--- src/hdl/scroll_pkg.sv ---
package scroll_pkg;

    // Raster and plane coordinates, 512 wide planes
    typedef logic [8:0] coord_t;
    typedef logic [8:0] scroll_t;    // Scroll offset, wraps at 512

    // Map ROM, 32x32 tiles, row in the upper half
    typedef logic [9:0]  map_addr_t;
    typedef logic [15:0] map_word_t;  // prio, hflip, pal[3:0], code[9:0]

    // Tile ROM, code then pixel row then column quad
    typedef logic [15:0] tile_addr_t;
    typedef logic [15:0] tile_word_t; // Lowest nibble is leftmost

    // Layer bit, palette, colour
    typedef logic [8:0] pal_idx_t;

    // Map word fields
    localparam int MAP_CODE_LSB = 0;
    localparam int MAP_PAL_LSB  = 10;
    localparam int MAP_HFLIP    = 14;
    localparam int MAP_PRIO     = 15;

    // APB register map
    localparam logic [4:0] REG_BG_HPOS  = 5'h00;
    localparam logic [4:0] REG_BG_VPOS  = 5'h04;
    localparam logic [4:0] REG_FG_HPOS  = 5'h08;
    localparam logic [4:0] REG_FG_VPOS  = 5'h0C;
    localparam logic [4:0] REG_CTRL     = 5'h10; // bg_en, fg_en, flip
    localparam logic [4:0] REG_BACKDROP = 5'h14;

    // CTRL bits
    localparam int CTRL_BG_EN = 0;
    localparam int CTRL_FG_EN = 1;
    localparam int CTRL_FLIP  = 2;

endpackage

--- src/hdl/raster_counter.sv ---
`timescale 1ns/1ps

module raster_counter #(
    parameter int H_TOTAL   = 320,
    parameter int H_VISIBLE = 256,
    parameter int V_TOTAL   = 262,
    parameter int V_VISIBLE = 224
) (
    input  logic                clk,
    input  logic                rst_n,
    output scroll_pkg::coord_t  h,
    output scroll_pkg::coord_t  v,
    output logic                visible,
    output logic                frame_start
);

    localparam scroll_pkg::coord_t H_LAST = scroll_pkg::coord_t'(H_TOTAL - 1);
    localparam scroll_pkg::coord_t V_LAST = scroll_pkg::coord_t'(V_TOTAL - 1);
    localparam scroll_pkg::coord_t H_VIS  = scroll_pkg::coord_t'(H_VISIBLE);
    localparam scroll_pkg::coord_t V_VIS  = scroll_pkg::coord_t'(V_VISIBLE);

    always_ff @(posedge clk or negedge rst_n) begin
        if (!rst_n) begin
            h <= '0;
            v <= '0;
        end else if (h == H_LAST) begin
            h <= '0;
            v <= (v == V_LAST) ? '0 : v + 1'b1; // Line wrap
        end else begin
            h <= h + 1'b1;
        end
    end

    assign visible = (h < H_VIS) && (v < V_VIS);

    // High on the last count, shadows load as the raster lands on (0, 0)
    assign frame_start = (h == H_LAST) && (v == V_LAST);

endmodule

--- src/hdl/scroll_apb_regs.sv ---
`timescale 1ns/1ps

module scroll_apb_regs (
    input  logic                  clk,
    input  logic                  rst_n,
    input  logic [4:0]            paddr,
    input  logic                  psel,
    input  logic                  penable,
    input  logic                  pwrite,
    input  logic [31:0]           pwdata,
    output logic [31:0]           prdata,
    output logic                  pready,
    output logic                  pslverr,
    input  logic                  frame_start,
    output scroll_pkg::scroll_t   bg_hpos,
    output scroll_pkg::scroll_t   bg_vpos,
    output scroll_pkg::scroll_t   fg_hpos,
    output scroll_pkg::scroll_t   fg_vpos,
    output logic                  bg_en,
    output logic                  fg_en,
    output logic                  flip,
    output scroll_pkg::pal_idx_t  backdrop
);

    // Live copies, CPU side
    scroll_pkg::scroll_t  bg_hpos_r, bg_vpos_r, fg_hpos_r, fg_vpos_r;
    scroll_pkg::pal_idx_t backdrop_r;
    logic [2:0]           ctrl_r;

    logic        addr_ok;
    logic [31:0] rdata;
    logic        access;

    assign access  = psel & penable;
    assign pready  = access;            // No wait states
    assign pslverr = access & ~addr_ok;

    // Offset decode and read mux
    always_comb begin
        addr_ok = 1'b1;
        rdata   = '0;
        case (paddr)
            scroll_pkg::REG_BG_HPOS:  rdata[8:0] = bg_hpos_r;
            scroll_pkg::REG_BG_VPOS:  rdata[8:0] = bg_vpos_r;
            scroll_pkg::REG_FG_HPOS:  rdata[8:0] = fg_hpos_r;
            scroll_pkg::REG_FG_VPOS:  rdata[8:0] = fg_vpos_r;
            scroll_pkg::REG_CTRL:     rdata[2:0] = ctrl_r;
            scroll_pkg::REG_BACKDROP: rdata[8:0] = backdrop_r;
            default:                  addr_ok    = 1'b0; // Holes and unaligned
        endcase
    end

    always_ff @(posedge clk or negedge rst_n) begin
        if (!rst_n) begin
            bg_hpos_r  <= '0;
            bg_vpos_r  <= '0;
            fg_hpos_r  <= '0;
            fg_vpos_r  <= '0;
            ctrl_r     <= '0;
            backdrop_r <= '0;
            prdata     <= '0;
        end else begin
            if (psel && !penable && !pwrite)
                prdata <= rdata; // Sampled in setup, held through access
            if (access && pwrite && addr_ok) begin
                case (paddr)
                    scroll_pkg::REG_BG_HPOS:  bg_hpos_r  <= pwdata[8:0];
                    scroll_pkg::REG_BG_VPOS:  bg_vpos_r  <= pwdata[8:0];
                    scroll_pkg::REG_FG_HPOS:  fg_hpos_r  <= pwdata[8:0];
                    scroll_pkg::REG_FG_VPOS:  fg_vpos_r  <= pwdata[8:0];
                    scroll_pkg::REG_CTRL:     ctrl_r     <= pwdata[2:0];
                    default:                  backdrop_r <= pwdata[8:0];
                endcase
            end
        end
    end

    // Shadows seen by the video path, frame boundary only
    always_ff @(posedge clk or negedge rst_n) begin
        if (!rst_n) begin
            bg_hpos  <= '0;
            bg_vpos  <= '0;
            fg_hpos  <= '0;
            fg_vpos  <= '0;
            bg_en    <= 1'b0;
            fg_en    <= 1'b0;
            flip     <= 1'b0;
            backdrop <= '0;
        end else if (frame_start) begin
            bg_hpos  <= bg_hpos_r;
            bg_vpos  <= bg_vpos_r;
            fg_hpos  <= fg_hpos_r;
            fg_vpos  <= fg_vpos_r;
            bg_en    <= ctrl_r[scroll_pkg::CTRL_BG_EN];
            fg_en    <= ctrl_r[scroll_pkg::CTRL_FG_EN];
            flip     <= ctrl_r[scroll_pkg::CTRL_FLIP];
            backdrop <= backdrop_r;
        end
    end

endmodule

--- src/hdl/scroll_map_addr.sv ---
`timescale 1ns/1ps

module scroll_map_addr #(
    parameter int H_VISIBLE = 256,
    parameter int V_VISIBLE = 224
) (
    input  logic                   clk,
    input  logic                   rst_n,
    input  scroll_pkg::coord_t     h,
    input  scroll_pkg::coord_t     v,
    input  logic                   flip,
    input  scroll_pkg::scroll_t    hpos,
    input  scroll_pkg::scroll_t    vpos,
    output scroll_pkg::map_addr_t  map_addr,
    output logic [3:0]             col_lo,
    output logic [3:0]             row_lo
);

    // Mirror points for the flipped screen
    localparam scroll_pkg::coord_t X_MAX = scroll_pkg::coord_t'(H_VISIBLE - 1);
    localparam scroll_pkg::coord_t Y_MAX = scroll_pkg::coord_t'(V_VISIBLE - 1);

    scroll_pkg::coord_t sx, sy; // Screen position after flip
    scroll_pkg::coord_t px, py; // Plane position

    always_comb begin
        sx = flip ? X_MAX - h : h;
        sy = flip ? Y_MAX - v : v;
        px = sx + hpos;          // 9 bit sum, plane wraps at 512
        py = sy + vpos;
    end

    // Edge 1, map ROM address plus in-tile bits for later stages
    always_ff @(posedge clk or negedge rst_n) begin
        if (!rst_n) begin
            map_addr <= '0;
            col_lo   <= '0;
            row_lo   <= '0;
        end else begin
            map_addr <= {py[8:4], px[8:4]}; // Row then column
            col_lo   <= px[3:0];
            row_lo   <= py[3:0];
        end
    end

endmodule

--- src/hdl/scroll_layer.sv ---
`timescale 1ns/1ps

module scroll_layer #(
    parameter int H_VISIBLE = 256,
    parameter int V_VISIBLE = 224
) (
    input  logic                    clk,
    input  logic                    rst_n,
    input  scroll_pkg::coord_t      h,
    input  scroll_pkg::coord_t      v,
    input  logic                    flip,
    input  scroll_pkg::scroll_t     hpos,
    input  scroll_pkg::scroll_t     vpos,
    output scroll_pkg::map_addr_t   map_addr,
    input  scroll_pkg::map_word_t   map_data,
    output scroll_pkg::tile_addr_t  tile_addr,
    input  scroll_pkg::tile_word_t  tile_data,
    output logic [3:0]              pal,
    output logic [3:0]              color,
    output logic                    prio
);

    logic [3:0] col_lo, row_lo;
    logic [3:0] col_d, row_d;   // Aligned with map_data
    logic [3:0] col_c;          // Column after tile flip
    logic [1:0] sel_q, sel_q2;  // Nibble select, edges 3 and 4
    logic [3:0] pal_q, pal_q2;
    logic       prio_q, prio_q2;

    scroll_map_addr #(
        .H_VISIBLE (H_VISIBLE),
        .V_VISIBLE (V_VISIBLE)
    ) scroll_map_addr_inst (
        .clk      (clk),
        .rst_n    (rst_n),
        .h        (h),
        .v        (v),
        .flip     (flip),
        .hpos     (hpos),
        .vpos     (vpos),
        .map_addr (map_addr),
        .col_lo   (col_lo),
        .row_lo   (row_lo)
    );

    assign col_c = col_d ^ {4{map_data[scroll_pkg::MAP_HFLIP]}};

    always_ff @(posedge clk) begin
        col_d <= col_lo; // Edge 2, waits for the map ROM
        row_d <= row_lo;
        // Edge 3, decode map word
        tile_addr <= {map_data[scroll_pkg::MAP_CODE_LSB +: 10], row_d, col_c[3:2]};
        sel_q     <= col_c[1:0];
        pal_q     <= map_data[scroll_pkg::MAP_PAL_LSB +: 4];
        prio_q    <= map_data[scroll_pkg::MAP_PRIO];
        // Edge 4, ride along with the tile ROM read
        sel_q2  <= sel_q;
        pal_q2  <= pal_q;
        prio_q2 <= prio_q;
    end

    // Edge 5, pixel out
    always_ff @(posedge clk or negedge rst_n) begin
        if (!rst_n) begin
            color <= '0; // Transparent
            pal   <= '0;
            prio  <= 1'b0;
        end else begin
            color <= tile_data[{sel_q2, 2'b00} +: 4];
            pal   <= pal_q2;
            prio  <= prio_q2;
        end
    end

endmodule

--- src/hdl/layer_mixer.sv ---
`timescale 1ns/1ps

module layer_mixer (
    input  logic                  clk,
    input  logic                  rst_n,
    input  logic                  bg_en,
    input  logic                  fg_en,
    input  logic [3:0]            bg_pal,
    input  logic [3:0]            bg_color,
    input  logic                  bg_prio,
    input  logic [3:0]            fg_pal,
    input  logic [3:0]            fg_color,
    input  scroll_pkg::pal_idx_t  backdrop,
    input  scroll_pkg::coord_t    h,
    input  scroll_pkg::coord_t    v,
    input  logic                  visible,
    output scroll_pkg::pal_idx_t  pix_idx,
    output logic                  pix_valid,
    output scroll_pkg::coord_t    pix_x,
    output scroll_pkg::coord_t    pix_y
);

    localparam int DLY = 5; // Counter to plane pixel

    scroll_pkg::coord_t h_d [DLY];
    scroll_pkg::coord_t v_d [DLY];
    logic [DLY-1:0]     vis_d;

    logic bg_op, fg_op; // Enabled and not colour 0
    scroll_pkg::pal_idx_t mix;

    assign bg_op = bg_en && (bg_color != 4'd0);
    assign fg_op = fg_en && (fg_color != 4'd0);

    always_comb begin
        if (bg_op && bg_prio)
            mix = {1'b0, bg_pal, bg_color};  // Priority tile over fg
        else if (fg_op)
            mix = {1'b1, fg_pal, fg_color};
        else if (bg_op)
            mix = {1'b0, bg_pal, bg_color};
        else
            mix = backdrop;
    end

    // Raster position follows the planes
    always_ff @(posedge clk) begin
        h_d[0] <= h;
        v_d[0] <= v;
        for (int i = 1; i < DLY; i++) begin
            h_d[i] <= h_d[i-1];
            v_d[i] <= v_d[i-1];
        end
        pix_x <= h_d[DLY-1];
        pix_y <= v_d[DLY-1];
    end

    // Edge 6
    always_ff @(posedge clk or negedge rst_n) begin
        if (!rst_n) begin
            vis_d     <= '0;
            pix_valid <= 1'b0;
            pix_idx   <= '0;
        end else begin
            vis_d     <= {vis_d[DLY-2:0], visible};
            pix_valid <= vis_d[DLY-1];
            pix_idx   <= mix;
        end
    end

endmodule

--- src/hdl/scroll_video_top.sv ---
`timescale 1ns/1ps

module scroll_video_top #(
    parameter int H_TOTAL   = 320,
    parameter int H_VISIBLE = 256,
    parameter int V_TOTAL   = 262,
    parameter int V_VISIBLE = 224
) (
    input  logic                    clk,
    input  logic                    rst_n,
    input  logic [4:0]              paddr,
    input  logic                    psel,
    input  logic                    penable,
    input  logic                    pwrite,
    input  logic [31:0]             pwdata,
    output logic [31:0]             prdata,
    output logic                    pready,
    output logic                    pslverr,
    output scroll_pkg::map_addr_t   bg_map_addr,
    input  scroll_pkg::map_word_t   bg_map_data,
    output scroll_pkg::tile_addr_t  bg_tile_addr,
    input  scroll_pkg::tile_word_t  bg_tile_data,
    output scroll_pkg::map_addr_t   fg_map_addr,
    input  scroll_pkg::map_word_t   fg_map_data,
    output scroll_pkg::tile_addr_t  fg_tile_addr,
    input  scroll_pkg::tile_word_t  fg_tile_data,
    output scroll_pkg::pal_idx_t    pix_idx,
    output logic                    pix_valid,
    output scroll_pkg::coord_t      pix_x,
    output scroll_pkg::coord_t      pix_y
);

    scroll_pkg::coord_t   h, v;
    logic                 visible, frame_start;
    scroll_pkg::scroll_t  bg_hpos, bg_vpos, fg_hpos, fg_vpos;
    logic                 bg_en, fg_en, flip;
    scroll_pkg::pal_idx_t backdrop;
    logic [3:0]           bg_pal, bg_color, fg_pal, fg_color;
    logic                 bg_prio;

    raster_counter #(
        .H_TOTAL   (H_TOTAL),
        .H_VISIBLE (H_VISIBLE),
        .V_TOTAL   (V_TOTAL),
        .V_VISIBLE (V_VISIBLE)
    ) raster_counter_inst (
        .clk         (clk),
        .rst_n       (rst_n),
        .h           (h),
        .v           (v),
        .visible     (visible),
        .frame_start (frame_start)
    );

    scroll_apb_regs scroll_apb_regs_inst (
        .clk         (clk),
        .rst_n       (rst_n),
        .paddr       (paddr),
        .psel        (psel),
        .penable     (penable),
        .pwrite      (pwrite),
        .pwdata      (pwdata),
        .prdata      (prdata),
        .pready      (pready),
        .pslverr     (pslverr),
        .frame_start (frame_start),
        .bg_hpos     (bg_hpos),
        .bg_vpos     (bg_vpos),
        .fg_hpos     (fg_hpos),
        .fg_vpos     (fg_vpos),
        .bg_en       (bg_en),
        .fg_en       (fg_en),
        .flip        (flip),
        .backdrop    (backdrop)
    );

    // Background plane
    scroll_layer #(
        .H_VISIBLE (H_VISIBLE),
        .V_VISIBLE (V_VISIBLE)
    ) bg_layer_inst (
        .clk       (clk),
        .rst_n     (rst_n),
        .h         (h),
        .v         (v),
        .flip      (flip),
        .hpos      (bg_hpos),
        .vpos      (bg_vpos),
        .map_addr  (bg_map_addr),
        .map_data  (bg_map_data),
        .tile_addr (bg_tile_addr),
        .tile_data (bg_tile_data),
        .pal       (bg_pal),
        .color     (bg_color),
        .prio      (bg_prio)
    );

    // Foreground plane, its priority bit has no effect in the mixer
    scroll_layer #(
        .H_VISIBLE (H_VISIBLE),
        .V_VISIBLE (V_VISIBLE)
    ) fg_layer_inst (
        .clk       (clk),
        .rst_n     (rst_n),
        .h         (h),
        .v         (v),
        .flip      (flip),
        .hpos      (fg_hpos),
        .vpos      (fg_vpos),
        .map_addr  (fg_map_addr),
        .map_data  (fg_map_data),
        .tile_addr (fg_tile_addr),
        .tile_data (fg_tile_data),
        .pal       (fg_pal),
        .color     (fg_color),
        .prio      ()
    );

    layer_mixer layer_mixer_inst (
        .clk       (clk),
        .rst_n     (rst_n),
        .bg_en     (bg_en),
        .fg_en     (fg_en),
        .bg_pal    (bg_pal),
        .bg_color  (bg_color),
        .bg_prio   (bg_prio),
        .fg_pal    (fg_pal),
        .fg_color  (fg_color),
        .backdrop  (backdrop),
        .h         (h),
        .v         (v),
        .visible   (visible),
        .pix_idx   (pix_idx),
        .pix_valid (pix_valid),
        .pix_x     (pix_x),
        .pix_y     (pix_y)
    );

endmodule

--- config.mk ---
export PLATFORM = sky130hd
export DESIGN_NAME = scroll_video_top
export DESIGN_NICKNAME = d
export VERILOG_FILES = /design/src/hdl/scroll_pkg.sv /design/src/hdl/raster_counter.sv /design/src/hdl/scroll_apb_regs.sv /design/src/hdl/scroll_map_addr.sv /design/src/hdl/scroll_layer.sv /design/src/hdl/layer_mixer.sv /design/src/hdl/scroll_video_top.sv
export SDC_FILE = /design/constraint.sdc
export NUM_CORES = 1
export LEC_CHECK = 0
export ABC_AREA = 1
export BUFFER_PORTS_ARGS = -buffer_cell sky130_fd_sc_hd__buf_2
export CORE_MARGIN = 2
export CORE_UTILIZATION = 50
export DETAILED_ROUTE_END_ITERATION = 10
export PLACE_DENSITY = 0.86
export SLEW_MARGIN = 10
export SYNTH_ARGS = -nofsm -noshare
export SYNTH_HDL_FRONTEND = slang
export SYNTH_SLANG_ARGS = --single-unit
--- constraint.sdc ---
create_clock -name clk -period 2.1 [get_ports clk]
set_clock_uncertainty 0.2 [all_clocks]
set_input_delay 0.21 -clock clk [delete_from_list [all_inputs] [get_ports clk]]
set_output_delay 0.21 -clock clk [all_outputs]
set_load 0.005 [all_outputs]
Yosys cells after proc, flatten, opt, wreduce, memory -nomap -nowiden

Memories as Yosys holds them, arrays and structs flattened. A register that Yosys moved wholly into a read port is not among the register bits.
Index checks and enable logic that the tools add are counted.

Register bits: 265
Bits in latches: 0
Bits in writable memories: 90
ROM bits: 0
Bits of input ports: 106
Output and inout bits: 114
Word-level logic and storage cells: 106
Memories: 2

Add/sub/neg operators: 8
Multiply operators: 0
Div/mod/pow operators: 0
Magnitude comparators: 2
Eq/ne operators: 7
Shift operators: 2
Multiplexer cells: 10
Bitwise operators: 6
Reduce and logical (&&, ||, !) cells: 22

Memory list:

| memory               | depth | width | read ports | clocked after Yosys merged registers in | wr ports | RTL line          | text |
|---|---|---|---|---|---|---|---|
| layer_mixer_inst.h_d | 5     | 9     | 5          | 1                                       | 5        | layer_mixer.sv:25 | `scroll_pkg::coord_t h_d [DLY];` |
| layer_mixer_inst.v_d | 5     | 9     | 5          | 1                                       | 5        | layer_mixer.sv:26 | `scroll_pkg::coord_t v_d [DLY];` |

Operator list:

| cell                  | count |
|---|---|
| $mux W9               | 7 |
| $add A9 B9 Y9         | 4 |
| $shiftx A16 B5 Y4     | 2 |
| $pmux W6 S5           | 1 |
| $add A9 B1 Y9 const B | 2 |
| $eq A9 B9 Y1 const B  | 2 |
| $pmux W3 S6           | 1 |
| $sub A8 B9 Y9 const A | 2 |
| $reduce_and A2 Y1     | 6 |
| $eq A5 B4 Y1 const B  | 2 |
| $eq A5 B5 Y1 const B  | 2 |
| $logic_and A1 B1 Y1   | 9 |
| $lt A9 B8 Y1 const B  | 1 |
| $lt A9 B9 Y1 const B  | 1 |
| $reduce_bool A4 Y1    | 2 |
| $xor A4 B4 Y4         | 2 |
| $reduce_or A6 Y1      | 1 |
| $eq A5 B3 Y1 const B  | 1 |
| $logic_not A5 Y1      | 1 |
| $reduce_or A5 Y1      | 1 |
| $and A1 B1 Y1         | 2 |
| $logic_not A1 Y1      | 2 |
| $not A1 Y1            | 2 |
| $mux W1               | 1 |

Longest topological paths before layout

Gate-level depths: netlist of the first run.

Depth in word-level cells: 5
Gate-level depth with buffers: 12
Depth with buffers taken out: 11

Modules after synthesis

From an unflattened synthesis of the first run, not the netlist that was laid out.

Cell total of the unflattened synthesis: 1395
Area total of the unflattened synthesis: 14172.3 µm²

By module, submodules not included:

| module                                                | times used | cells each | area each (µm²) | sequential area each (µm²) |
|---|---|---|---|---|
| scroll_apb_regs                                       | 1          | 448        | 4784.6          | 2627.5 |
| layer_mixer                                           | 1          | 221        | 2986.6          | 2537.4 |
| scroll_layer                                          | 2          | 98         | 1217.4          | 985.9 |
| scroll_map_addr at fg_layer_inst.scroll_map_addr_inst | 1          | 199        | 1487.7          | 450.4 |
| scroll_map_addr at bg_layer_inst.scroll_map_addr_inst | 1          | 204        | 1486.4          | 450.4 |
| raster_counter                                        | 1          | 127        | 992.2           | 450.4 |

Least setup slack after synthesis of the first run

OpenSTA, ideal clock, no wires.

Path kind: reg2reg
From: register scroll_apb_regs_inst.flip
To: register fg_layer_inst.scroll_map_addr_inst.map_addr[4]
Library setup time: 0.117 ns
Arrival: 1.974 ns
Data required time: 1.783 ns
Setup slack: -0.191 ns
Stages on the path, launching flop included: 10
Buffers on the path: 1
Period minus slack after synthesis: 2.291 ns
Cells stage by stage: dfrtp_1 buf_2 xor2_1 ha_1 inv_1 fa_1 o21ai_0 nand4_1 nand3b_1 nand2_1

Cells in the longest elaborated chain, start to end: 2

RTL lines:

| element                                      | RTL line              | text |
|---|---|---|
| start: declaration                           | scroll_apb_regs.sv:21 | `output logic flip,` |
| start signal: assignment                     | scroll_apb_regs.sv:96 | `flip <= ctrl_r[scroll_pkg::CTRL_FLIP];` |
| $mux W9                                      | scroll_map_addr.sv:27 | `sx = flip ? X_MAX - h : h;` |
| $add A9 B9 Y9                                | scroll_map_addr.sv:29 | `px = sx + hpos;` |
| net fg_layer_inst.scroll_map_addr_inst.px[8] | scroll_map_addr.sv:24 | `scroll_pkg::coord_t px, py;` |
| end signal: assignment                       | scroll_map_addr.sv:40 | `map_addr <= {py[8:4], px[8:4]};` |
| end: declaration                             | scroll_map_addr.sv:14 | `output scroll_pkg::map_addr_t map_addr,` |

The timed path passes the listed nets, and every way through them passes these cells.
A chain may end at the register's enable or synchronous reset.

Worst setup path after layout of the first run

From: register scroll_apb_regs_inst.flip
To: register bg_layer_inst.scroll_map_addr_inst.map_addr[7]

Cells in the longest elaborated chain, start to end: 2

RTL lines:

| element                                      | RTL line              | text |
|---|---|---|
| $mux W9                                      | scroll_map_addr.sv:28 | `sy = flip ? Y_MAX - v : v;` |
| $add A9 B9 Y9                                | scroll_map_addr.sv:30 | `py = sy + vpos;` |
| net bg_layer_inst.scroll_map_addr_inst.py[6] | scroll_map_addr.sv:24 |  |
| end signal: assignment                       | scroll_map_addr.sv:40 |  |
| end: declaration                             | scroll_map_addr.sv:14 |  |

The timed path passes the listed nets, and every way through them passes these cells.

==> results.json, run 1 <==
{
  "outcome": "finished with violations",
  "violations": "negative setup slack",
  "place_area_um2": 14880,
  "post-route-period-util_pct": 114.6,
  "p_seq_share_pct": 50.6,
  "syn_to_final_growth_pct": 34.04,
  "drive_above_1_share_pct": 26.97,
  "dr.pass1.iters": 6,
  "end_kind": "register",
  "required_ns": 2.37,
  "dp_hpwl_um": 19430,
  "path_class": "reg2reg",
  "clkPwrFrac_pct": 45.2,
  "core_area_um2": 26060,
  "r2r_cells": 10,
  "synthSimpleGateAreaFrac_pct": 16.24,
  "relSlewSlack_pct": 64.10,
  "synthArstFlopShare_pct": 51.21,
  "insertion_delay_ns": 0.53,
  "rsz0062_at_grt": "true",
  "vias_per_cell": 5.315,
  "antenna_found_initial": 0,
  "crit_arrival_ns": 2.67,
  "synth_top_cell_by_area": "dfrtp_1",
  "syn_area_um2": 13280,
  "peakVddDrop_uv": 735.3,
  "max_slew.worst_pin.slew_ns": 0.5372,
  "die_x_um": 167.0,
  "syn_area_per_cell_um2": 10.34,
  "layout.nets": 1780,
  "overflow": 0,
  "yosysSeqAreaShare_pct": 63.41,
  "ant_nets": 0,
  "synth_top_area_share_pct": 35.98,
  "wirelength_um": 35590,
  "p_leak_nw": 8.882,
  "total_power_mw": 14.64,
  "syn_inst": 1285,
  "root_buffer": "clkbuf_16",
  "fmax_mhz": 415.5,
  "grt_use_total_pct": 22.06,
  "grt_pass1_vias": 9973,
  "yosys_most_used_dff": "dfrtp_1",
  "num_io_pins": 220,
  "clock_path_buffers": 3,
  "hold_viol_final": 0,
  "fin_util_pct": 68.32,
  "slew_viol_final": 0,
  "grt_pass1_wl_um": 49780,
  "synth_edf_count": 0,
  "clk_pin_slew_ns": 0.07,
  "ctsHtreeMaxLevel": 2,
  "diodes": 0,
  "cts_buffers": 37,
  "portBuffers": 172,
  "vias": 10610,
  "min_path_cells": 5,
  "ys_ff_latch": 373,
  "powerDensity_nw_per_um2": 822.3,
  "yosysUniqueCellTypes": 41,
  "synth-xor-area-share_pct": 3.099,
  "cap_violations": 0,
  "critPathMaxFanout": 7,
  "muxShareOfSynthArea_pct": 0,
  "synth-warning-count": 0,
  "setup_viol": 48,
  "layout_min_cycle_time_ns": 2.407,
  "cts.sinks": 373,
  "final_common_cell": "nand2_1",
  "final_cell_mix": "nand2_1 (270), dfrtp_1 (189), dfxtp_1 (182), buf_2 (171), inv_1 (107)",
  "synth_top_family_by_area": "simple AND/OR/NAND/NOR gates",
  "switching_share_pct": 22.41,
  "cts_tree": "yes",
  "stdcell_area_um2": 17800,
  "cp-start-kind": "register",
  "gp_congestion": 0.8905,
  "power_frac_comb_pct": 4.2,
  "drc": 0,
  "switchingPower_mw": 3.281,
  "wl_per_cell_um": 17.83,
  "fin_ws_ns": -0.3069,
  "die_h_um": 167.0,
  "drtIter0Drc": 882,
  "synth-adder-area-share_pct": 4.088,
  "min_path_type": "in2reg",
  "synthTopCellsByArea": "dfrtp_1 (36%), dfxtp_1 (27%), nand2_1 (8.0%), ha_1 (3.5%), inv_1 (3.2%)",
  "power.internal_mw": 11.36,
  "row_count": 59,
  "die_area_um2": 27890,
  "grt_max_degree": 62,
  "start_util_pct": 50.97,
  "synth_compound_area_share_pct": 6.971
}
==> through the flow <==
| step | worst slack (ns) | instances | hold WS [ns] | TNS, ns |
|---|---|---|---|---|
| after floorplan | -0.02011 | 1307 | -0.2856 | -0.02298 |
| after global placement | -0.1595 | 1830 | -0.09701 | -1.979 |
| after detailed placement | -0.2700 | 1830 | -0.09608 | -3.729 |
| after CTS | -0.07345 | 1969 | 0.02206 | -0.5634 |
| after global routing | -0.3215 | 1996 | 0.04913 | -8.195 |
| final | -0.3069 | 1996 | 0.01483 | -3.082 |
==> synthesized netlist by cell type, types with 2 or more instances <==
cell type / n
fa_1: 4
buf_6: 8
o21ai_0: 57
inv_2: 4
ha_1: 37
or2_2: 4
o21ai_2: 2
xor2_1: 38
o22ai_1: 9
xnor2_1: 9
o21ai_1: 62
inv_1: 112
a21oi_1: 26
nand4_1: 38
nor2_2: 4
nor2_8: 4
o211ai_1: 8
nand2_2: 2
nand2_1: 284
buf_4: 26
dfxtp_1: 182
clkbuf_1: 13
nor2_4: 2
nand3_2: 6
nand3_1: 63
a21o_1: 2
nor2_1: 58
o21bai_1: 4
nand3b_1: 5
nor3_1: 4
buf_2: 8
dfrtp_1: 191
==> worst max-delay path, cell delays in order (launching register included) <==
cell,delay [ns]
dfrtp_2,0.54
buf_12,0.15
xor2_4,0.20
ha_2,0.24
inv_2,0.04
fa_2,0.38
o21ai_4,0.24
nand3_2,0.12
nand2_1,0.10
nand2_1,0.07
nand2_1,0.06
==> layer usage <==
metal	global-route usage [%]	vias up	wire length (µm)
met1	28.06	5072	13600
met5	0	-	0
met4	7.309	0	1939
met2	38.06	568	17330
met3	4.159	171	2710
li1	-	4798	-
==> final cells by class <==
class / count / area, µm²
flip-flops and latches: 373 / 8426
well taps: 335 / 419.2
clock inverters: 12 / 103.9
repair buffers: 343 / 2589
multi-input cells: 761 / 4698
fillers: 1759 / 8254
inverters: 117 / 439.2
clock buffers: 55 / 1130
==> final timing paths <==
check,start,slack (ns),end
max,scroll_apb_regs_inst.flip$_DFFE_PN0P_,-0.31,bg_layer_inst.scroll_map_addr_inst.map_addr[7]$_DFF_PN0_
min in group asynchronous,rst_n,0.04,bg_layer_inst.scroll_map_addr_inst.map_addr[1]$_DFF_PN0_
max in group asynchronous,rst_n,1.30,fg_layer_inst.scroll_map_addr_inst.row_lo[1]$_DFF_PN0_
min reg2reg,layer_mixer_inst.h_d[4][4]$_DFF_P_,0.12,layer_mixer_inst.pix_x[4]$_DFF_P_
max reg2reg,scroll_apb_regs_inst.flip$_DFFE_PN0P_,-0.31,bg_layer_inst.scroll_map_addr_inst.map_addr[7]$_DFF_PN0_
min,paddr[0],0.01,scroll_apb_regs_inst.fg_vpos_r[1]$_DFFE_PN0P_
==> repair_timing <==
action | in CTS | in global routing
setup buffers | 3 | 22
resized for setup | 52 | 77
gates cloned | 3 | 6
pin swaps | 13 | 18
hold buffers | 66 | 0
setup endpoints to repair | 70 | 87
hold endpoints to repair | 290 | 0
==> sequential cells by signal (all words and copies together) (netlist names), 10 cells and up <==
| register | flops |
|---|---|
| layer_mixer_inst.h_d | 45 |
| layer_mixer_inst.v_d | 45 |
| bg_layer_inst.tile_addr | 16 |
| fg_layer_inst.tile_addr | 16 |
| bg_layer_inst.scroll_map_addr_inst.map_addr | 10 |
| fg_layer_inst.scroll_map_addr_inst.map_addr | 10 |
==> power by group through the flow <==
stage / registers (mW) / clock network (mW) / logic, mW
after detailed placement: 7.54 / 0 / 0.505
after global routing: 7.41 / 6.97 / 0.689
after CTS: 7.40 / 6.66 / 0.611
after global placement: 7.54 / 0 / 0.490
after floorplan: 7.51 / 0 / 0.239
final: 7.41 / 6.61 / 0.621
==> logic make-up (layout without fill, tap and decap cells) <==
kind of cell | count (synthesis) | count (layout)
AND/OR/NAND/NOR | 477 | 477
flip-flops | 373 | 373
other | 1 | 23
buffers and inverters | 173 | 527
adder cells (fa/ha/maj) | 41 | 41
XOR/XNOR | 47 | 47
AO/OA/AOI/OAI | 173 | 173
(Power assumes the default switching activity.)
==> run 2, diff against run 1 <==
- ABC_AREA: 1 -> unset
==> run 2 against run 1 <==
Net effect: the flow still finishes with violations (negative setup slack); synthesized cell count shrank 31%; global-route usage shrank 0.65 points; final cell count shrank 19%; count of clock-buffer cells in the layout grew 2; total power shrank 1.0%; area after synthesis shrank 4.4%.
==> results.json, run 2 <==
{
  "outcome": "finished with violations",
  "violations": "negative setup slack",
  "insertion_delay_ns": 0.53,
  "cap_violations": 0,
  "syn_inst": 883,
  "wl_met1_um": 11770,
  "pre_cts_slack_ns": -0.3772,
  "yosysMostFrequentCell": "dfrtp_1",
  "gp_congestion": 0.8920,
  "min_path_type": "in2async",
  "antenna_found_initial": 0,
  "wl_per_cell_um": 17.80,
  "wirelength_um": 28610,
  "dr.pass1.iters": 5,
  "crit_family": "flip-flops",
  "root_buffer": "clkbuf_16",
  "synth-warning-count": 0,
  "crit_arrival_ns": 2.63,
  "holdWs_ns": 0.03381,
  "layout.nets": 1394,
  "num-fill-cells": 1618,
  "wl_met2_um": 14290,
  "dp_hpwl_um": 18490,
  "met3WireLength_um": 1673,
  "portBuffers": 172,
  "overflow": 0,
  "vias_per_cell": 5.152,
  "ant_nets": 0,
  "fin_ws_ns": -0.3214,
  "p_leak_nw": 8.370,
  "start_util_pct": 50.71,
  "layout_min_cycle_time_ns": 2.421,
  "die_area_um2": 26680,
  "synthTopCellsByCount": "dfrtp_1 (191), dfxtp_1 (182), mux2_2 (95)",
  "rsz0062_at_grt": "true",
  "crit_top_cell": "buf_4",
  "synthTopCellsByArea": "dfrtp_1 (38%), dfxtp_1 (29%), mux2_2 (8.4%), ha_1 (3.6%), xor2_1 (2.3%)",
  "yosysUniqueCellTypes": 63,
  "critPathMaxFanout": 8,
  "core_area_um2": 25040,
  "drc": 0,
  "yosys_most_used_dff": "dfrtp_1",
  "fmax_mhz": 413.0,
  "slowest_delay_ns": 0.47,
  "syn_area_per_cell_um2": 14.38,
  "required_ns": 2.30,
  "worstPathCellList": "buf_4, xor2_2, buf_4, ha_1, a21oi_2, o211ai_1, nor4_1, nor3_1, xor2_1",
  "diodes": 0,
  "synth_top_area_share_pct": 37.64,
  "cp-start-kind": "register",
  "fin_util_pct": 68.48,
  "synth_edf_count": 0,
  "place_inst": 1457,
  "die_h_um": 163.4,
  "cts_tree": "yes",
  "setup_viol": 71,
  "yosysSeqAreaShare_pct": 66.34,
  "drtIter0Drc": 523,
  "grt_pass1_wl_um": 44110,
  "powerDensity_nw_per_um2": 844.9,
  "syn_area_um2": 12700,
  "clock_path_buffers": 3,
  "grt_pass1_vias": 8570,
  "relSlewSlack_pct": 60.11,
  "max_slew.worst_pin.slew_ns": 0.5984,
  "peakVddDrop_uv": 671.7,
  "die_x_um": 163.4,
  "highest_layer": "met4",
  "row_count": 58,
  "num_io_pins": 220,
  "path_class": "reg2reg",
  "reg_top3": "layer_mixer_inst.h_d (45), layer_mixer_inst.v_d (45)",
  "slowest_stage": "dfrtp_2",
  "ys_ff_latch": 373,
  "vias": 8279,
  "tns_ns": -14.86,
  "ctsHtreeMaxLevel": 2,
  "crit_buf_inv": 2,
  "final_cells": 1607,
  "clk_pin_slew_ns": 0.06,
  "grt_use_total_pct": 21.41,
  "syn_to_final_growth_pct": 35.03,
  "slew_viol_final": 0,
  "cts.sinks": 373,
  "cts_buffers": 38,
  "grt_max_degree": 60,
  "final_cell_mix": "dfrtp_1 (188), dfxtp_1 (182), buf_2 (171), buf_4 (91), mux2_2 (90)",
  "final_common_cell": "dfrtp_1",
  "hold_viol_final": 0,
  "end_kind": "register",
  "drive_above_1_share_pct": 41.58,
  "synthArstFlopShare_pct": 51.21,
  "synth_top_cell_by_area": "dfrtp_1",
  "post-route-period-util_pct": 115.3
}
## run 2: cell types whose count changed after synthesis, moves of 15 or more
cell	change
nand2_1	-255
a21oi_1	-15
xnor2_1	+21
inv_1	-91
o21ai_0	-41
mux2_2	+95
nor2_1	-26
o21ai_1	-62
nand4_1	-36
nand3_1	-41
## run 2: area by class of cell
type,instances,area [µm²],area share (%)
Clock buffer,57,1156,6.743
Clock inverter,13,111.4,0.6495
Inverter,21,78.83,0.4598
Multi-Input combinational cell,470,4487,26.17
Sequential cell,373,8427,49.15
Tap cell,330,412.9,2.408
Timing Repair Buffer,343,2472,14.42
## run 2: worst paths after layout
check | cells past startpoint | slack, ns | endpoint | from
setup / recovery | 9 | -0.32 | bg_layer_inst.scroll_map_addr_inst.map_addr[8]$_DFF_PN0_ | scroll_apb_regs_inst.flip$_DFFE_PN0P_
hold reg to reg | 0 | 0.12 | layer_mixer_inst.h_d[3][7]$_DFF_P_ | layer_mixer_inst.h_d[2][7]$_DFF_P_
setup reg to reg | 9 | -0.32 | bg_layer_inst.scroll_map_addr_inst.map_addr[8]$_DFF_PN0_ | scroll_apb_regs_inst.flip$_DFFE_PN0P_
max in group asynchronous | 3 | 0.98 | bg_layer_inst.scroll_map_addr_inst.row_lo[3]$_DFF_PN0_ | rst_n
hold / removal | 2 | 0.03 | layer_mixer_inst.pix_idx[6]$_DFF_PN0_ | rst_n
min in group clk | 3 | 0.07 | scroll_apb_regs_inst.prdata[1]$_DFFE_PN0P_ | psel
## run 2: metal layers
metal / up-vias / GRT usage, %
met4: 0 / 7.763
met1: 4105 / 26.51
met3: 61 / 3.860
met2: 329 / 37.59
li1: 3784 / -
met5: - / 0
## run 2: through the flow
stage,area (µm²),power (mW)
floorplan,12920,7.645
global placement,14690,7.880
detailed placement,14690,7.901
CTS,16960,14.60
global route,17150,14.98
finish,17150,14.49
## run 2: cell families after synthesis
group	count (synthesis)	share of synthesized area, %
buf+inv	62	2.730
xor+xnor	63	4.346
mux	118	11.05
other cells	1	0.02953
flops	373	66.34
compound gates	90	5.174
simple gates	135	6.060
fa+ha+maj	41	4.277
## run 2: report_power, final
part	internal, mW	total (mW)	leakage [nW]	switching, mW
registers	7.27	7.37	4.05	0.105
clock network	3.88	6.62	0.630	2.75
logic	0.272	0.494	3.69	0.221
total	11.4	14.5	8.37	3.07
## run 2: what timing repair did
action / 4_1_cts / 5_1_grt
endpoints found under the setup margin: 73 / 79
endpoints found under the hold margin: 287 / 0
gates resized for setup: 49 / 40
setup buffers: 14 / 10
cloned: 4 / 0
hold buffers: 59 / 0
pin swaps: 24 / 31
==> run 3, diff against run 2 <==
- GPL_TIMING_DRIVEN: unset -> 0
==> run 3 against run 2 <==
Net effect: the run still ends with negative setup slack left; clock power grew 1%; die area did not move; via count rose by 0.59%; combinational power rose by 3%; global-route usage down 0.066 points; first-iteration DRC count grew 22%; critical path type unchanged; hold slack got worse by 0.027 ns; register-to-register slack lost 0.26 ns; critical path depth increased by 1; maximum frequency fell by 9.6%; largest power group unchanged; wire length up 5.5%; sequential cell count stayed put.
==> results.json, run 3 (same netlist as run 2, synthesis figures left out) <==
{
  "layout.nets": 1363,
  "fmax_mhz": 373.2,
  "total_power_mw": 14.58,
  "insertion_delay_ns": 0.52,
  "die_area_um2": 26680,
  "start_util_pct": 50.71,
  "gp_congestion": 0.8432,
  "cts_tree": "yes",
  "die_x_um": 163.4,
  "syn_to_final_growth_pct": 35.36,
  "ctsHtreeMaxLevel": 2,
  "hold_viol_final": 0,
  "power.internal_mw": 11.47,
  "num-fill-cells": 1554,
  "dr.pass1.iters": 5,
  "grt_pass1_wl_um": 44290,
  "fin_ws_ns": -0.5794,
  "diodes": 0,
  "p_leak_nw": 8.325,
  "powerDensity_nw_per_um2": 848.3,
  "layout_min_cycle_time_ns": 2.679,
  "core_area_um2": 25040,
  "holdWs_ns": 0.007069,
  "drc": 0,
  "final_cell_mix": "dfrtp_1 (185), dfxtp_1 (182), buf_2 (169), mux2_2 (68), dlygate4sd3_1 (58)",
  "required_ns": 2.31,
  "pre_cts_slack_ns": -0.7855,
  "violations": "negative setup slack",
  "slew_viol_final": 0,
  "vias_per_cell": 5.288,
  "min_path_type": "in2reg",
  "cts_buffers": 38,
  "reg_top3": "layer_mixer_inst.h_d (45), layer_mixer_inst.v_d (45)",
  "switchingPower_mw": 3.104,
  "outcome": "finished with violations",
  "clk_pin_slew_ns": 0.06,
  "clock_path_buffers": 3,
  "row_count": 58,
  "root_buffer": "clkbuf_16",
  "path_class": "reg2reg",
  "end_kind": "register",
  "peakVddDrop_uv": 762.8,
  "wl_per_cell_um": 19.16,
  "clkPwrFrac_pct": 45.9,
  "wirelength_um": 30170,
  "portBuffers": 170,
  "p_seq_share_pct": 50.6,
  "max_slew.worst_pin.slew_ns": 0.9396,
  "power_frac_comb_pct": 3.5,
  "ant_nets": 0,
  "final_common_cell": "dfrtp_1",
  "stdcell_area_um2": 17190,
  "overflow": 0,
  "antenna_found_initial": 0,
  "drive_above_1_share_pct": 40.88,
  "grt_pass1_vias": 8479,
  "num_io_pins": 220,
  "grt_use_total_pct": 21.34,
  "post-route-period-util_pct": 127.6,
  "critPathMaxFanout": 8,
  "drtIter0Drc": 640,
  "cts.sinks": 373,
  "cp-start-kind": "register",
  "r2r_slack_ns": -0.58,
  "vias": 8328,
  "die_h_um": 163.4,
  "switching_share_pct": 21.29,
  "crit_arrival_ns": 2.89,
  "place_area_um2": 14220,
  "rsz0062_at_grt": "true",
  "cap_violations": 0,
  "fin_util_pct": 68.65,
  "relSlewSlack_pct": 36.48,
  "dp_hpwl_um": 17360,
  "setup_viol": 73,
  "grt_max_degree": 97
}
[run 3: cell count changes in the layout (fill, tap and decap cells not counted), sizes merged]
| cell | delta |
|---|---|
| dlygate4sd3 | -1 |
| clkinvlp | +1 |
| buf | -37 |
| bufinv | +3 |
| clkinv | +5 |
| inv | -2 |
| clkbuf | -1 |
[run 3: per-stage QoR]
step | TNS, ns | cells
4_1_cts | -12.24 | 1559
3_3_place_gp | -484.27 | 1405
6_report | -18.66 | 1575
2_1_floorplan | -3.128 | 905
3_5_place_dp | -35.96 | 1406
5_1_grt | -22.70 | 1575
[run 3: final cells by class]
class / instances / area, µm² / area share (%)
plain buffers: 38 / 345.3 / 2.009
clock buffers: 49 / 1044 / 6.072
clock inverters: 20 / 205.2 / 1.194
inverters: 21 / 78.83 / 0.4586
multi-input cells: 470 / 4746 / 27.61
flip-flops and latches: 373 / 8431 / 49.05
well taps: 330 / 412.9 / 2.402
repair buffers: 274 / 1924 / 11.20
[run 3: power groups by stage]
| stage | Combinational (mW) | Sequential, mW | Clock, mW |
|---|---|---|---|
| floorplan | 0.177 | 7.47 | 0 |
| global placement | 0.381 | 7.50 | 0 |
| detailed placement | 0.403 | 7.50 | 0 |
| CTS | 0.500 | 7.36 | 6.75 |
| global route | 0.560 | 7.39 | 7.11 |
| finish | 0.508 | 7.38 | 6.69 |
[run 3: repair_timing]
item | in CTS | in global routing
hold buffers | 58 | 0
pin swaps | 26 | 26
setup buffers | 26 | 17
cloned | 2 | 0
hold endpoints to repair | 190 | 0
setup endpoints to repair | 76 | 80
gates resized for setup | 67 | 72
[run 3: metal layers]
layer,up-vias,part of all wire [%],global-route usage (%)
li1,3712,-,-
met2,434,50,35.67
met4,0,3.9,9.895
met3,91,6.6,3.631
met5,-,0,0
met1,4091,40,27.24
[run 3: final timing paths]
path,from,end,cells after the start
min in group asynchronous,rst_n,layer_mixer_inst.pix_idx[5]$_DFF_PN0_,2
setup reg to reg,scroll_apb_regs_inst.flip$_DFFE_PN0P_,bg_layer_inst.scroll_map_addr_inst.map_addr[2]$_DFF_PN0_,10
hold / removal,paddr[1],scroll_apb_regs_inst.prdata[8]$_DFFE_PN0P_,3
setup / recovery,scroll_apb_regs_inst.flip$_DFFE_PN0P_,bg_layer_inst.scroll_map_addr_inst.map_addr[2]$_DFF_PN0_,10
max in group asynchronous,rst_n,raster_counter_inst.v[6]$_DFFE_PN0N_,3
hold reg to reg,layer_mixer_inst.h_d[2][7]$_DFF_P_,layer_mixer_inst.h_d[3][7]$_DFF_P_,0
[run 3: worst max-delay path, stage by stage, from the launching register on]
cell,delay (ns)
dfrtp_1,0.40
clkbuf_16,0.20
xor2_4,0.25
ha_4,0.18
inv_2,0.03
fa_2,0.34
nand3b_1,0.23
a21boi_2,0.27
o21a_1,0.18
nor2_1,0.06
xnor2_1,0.23
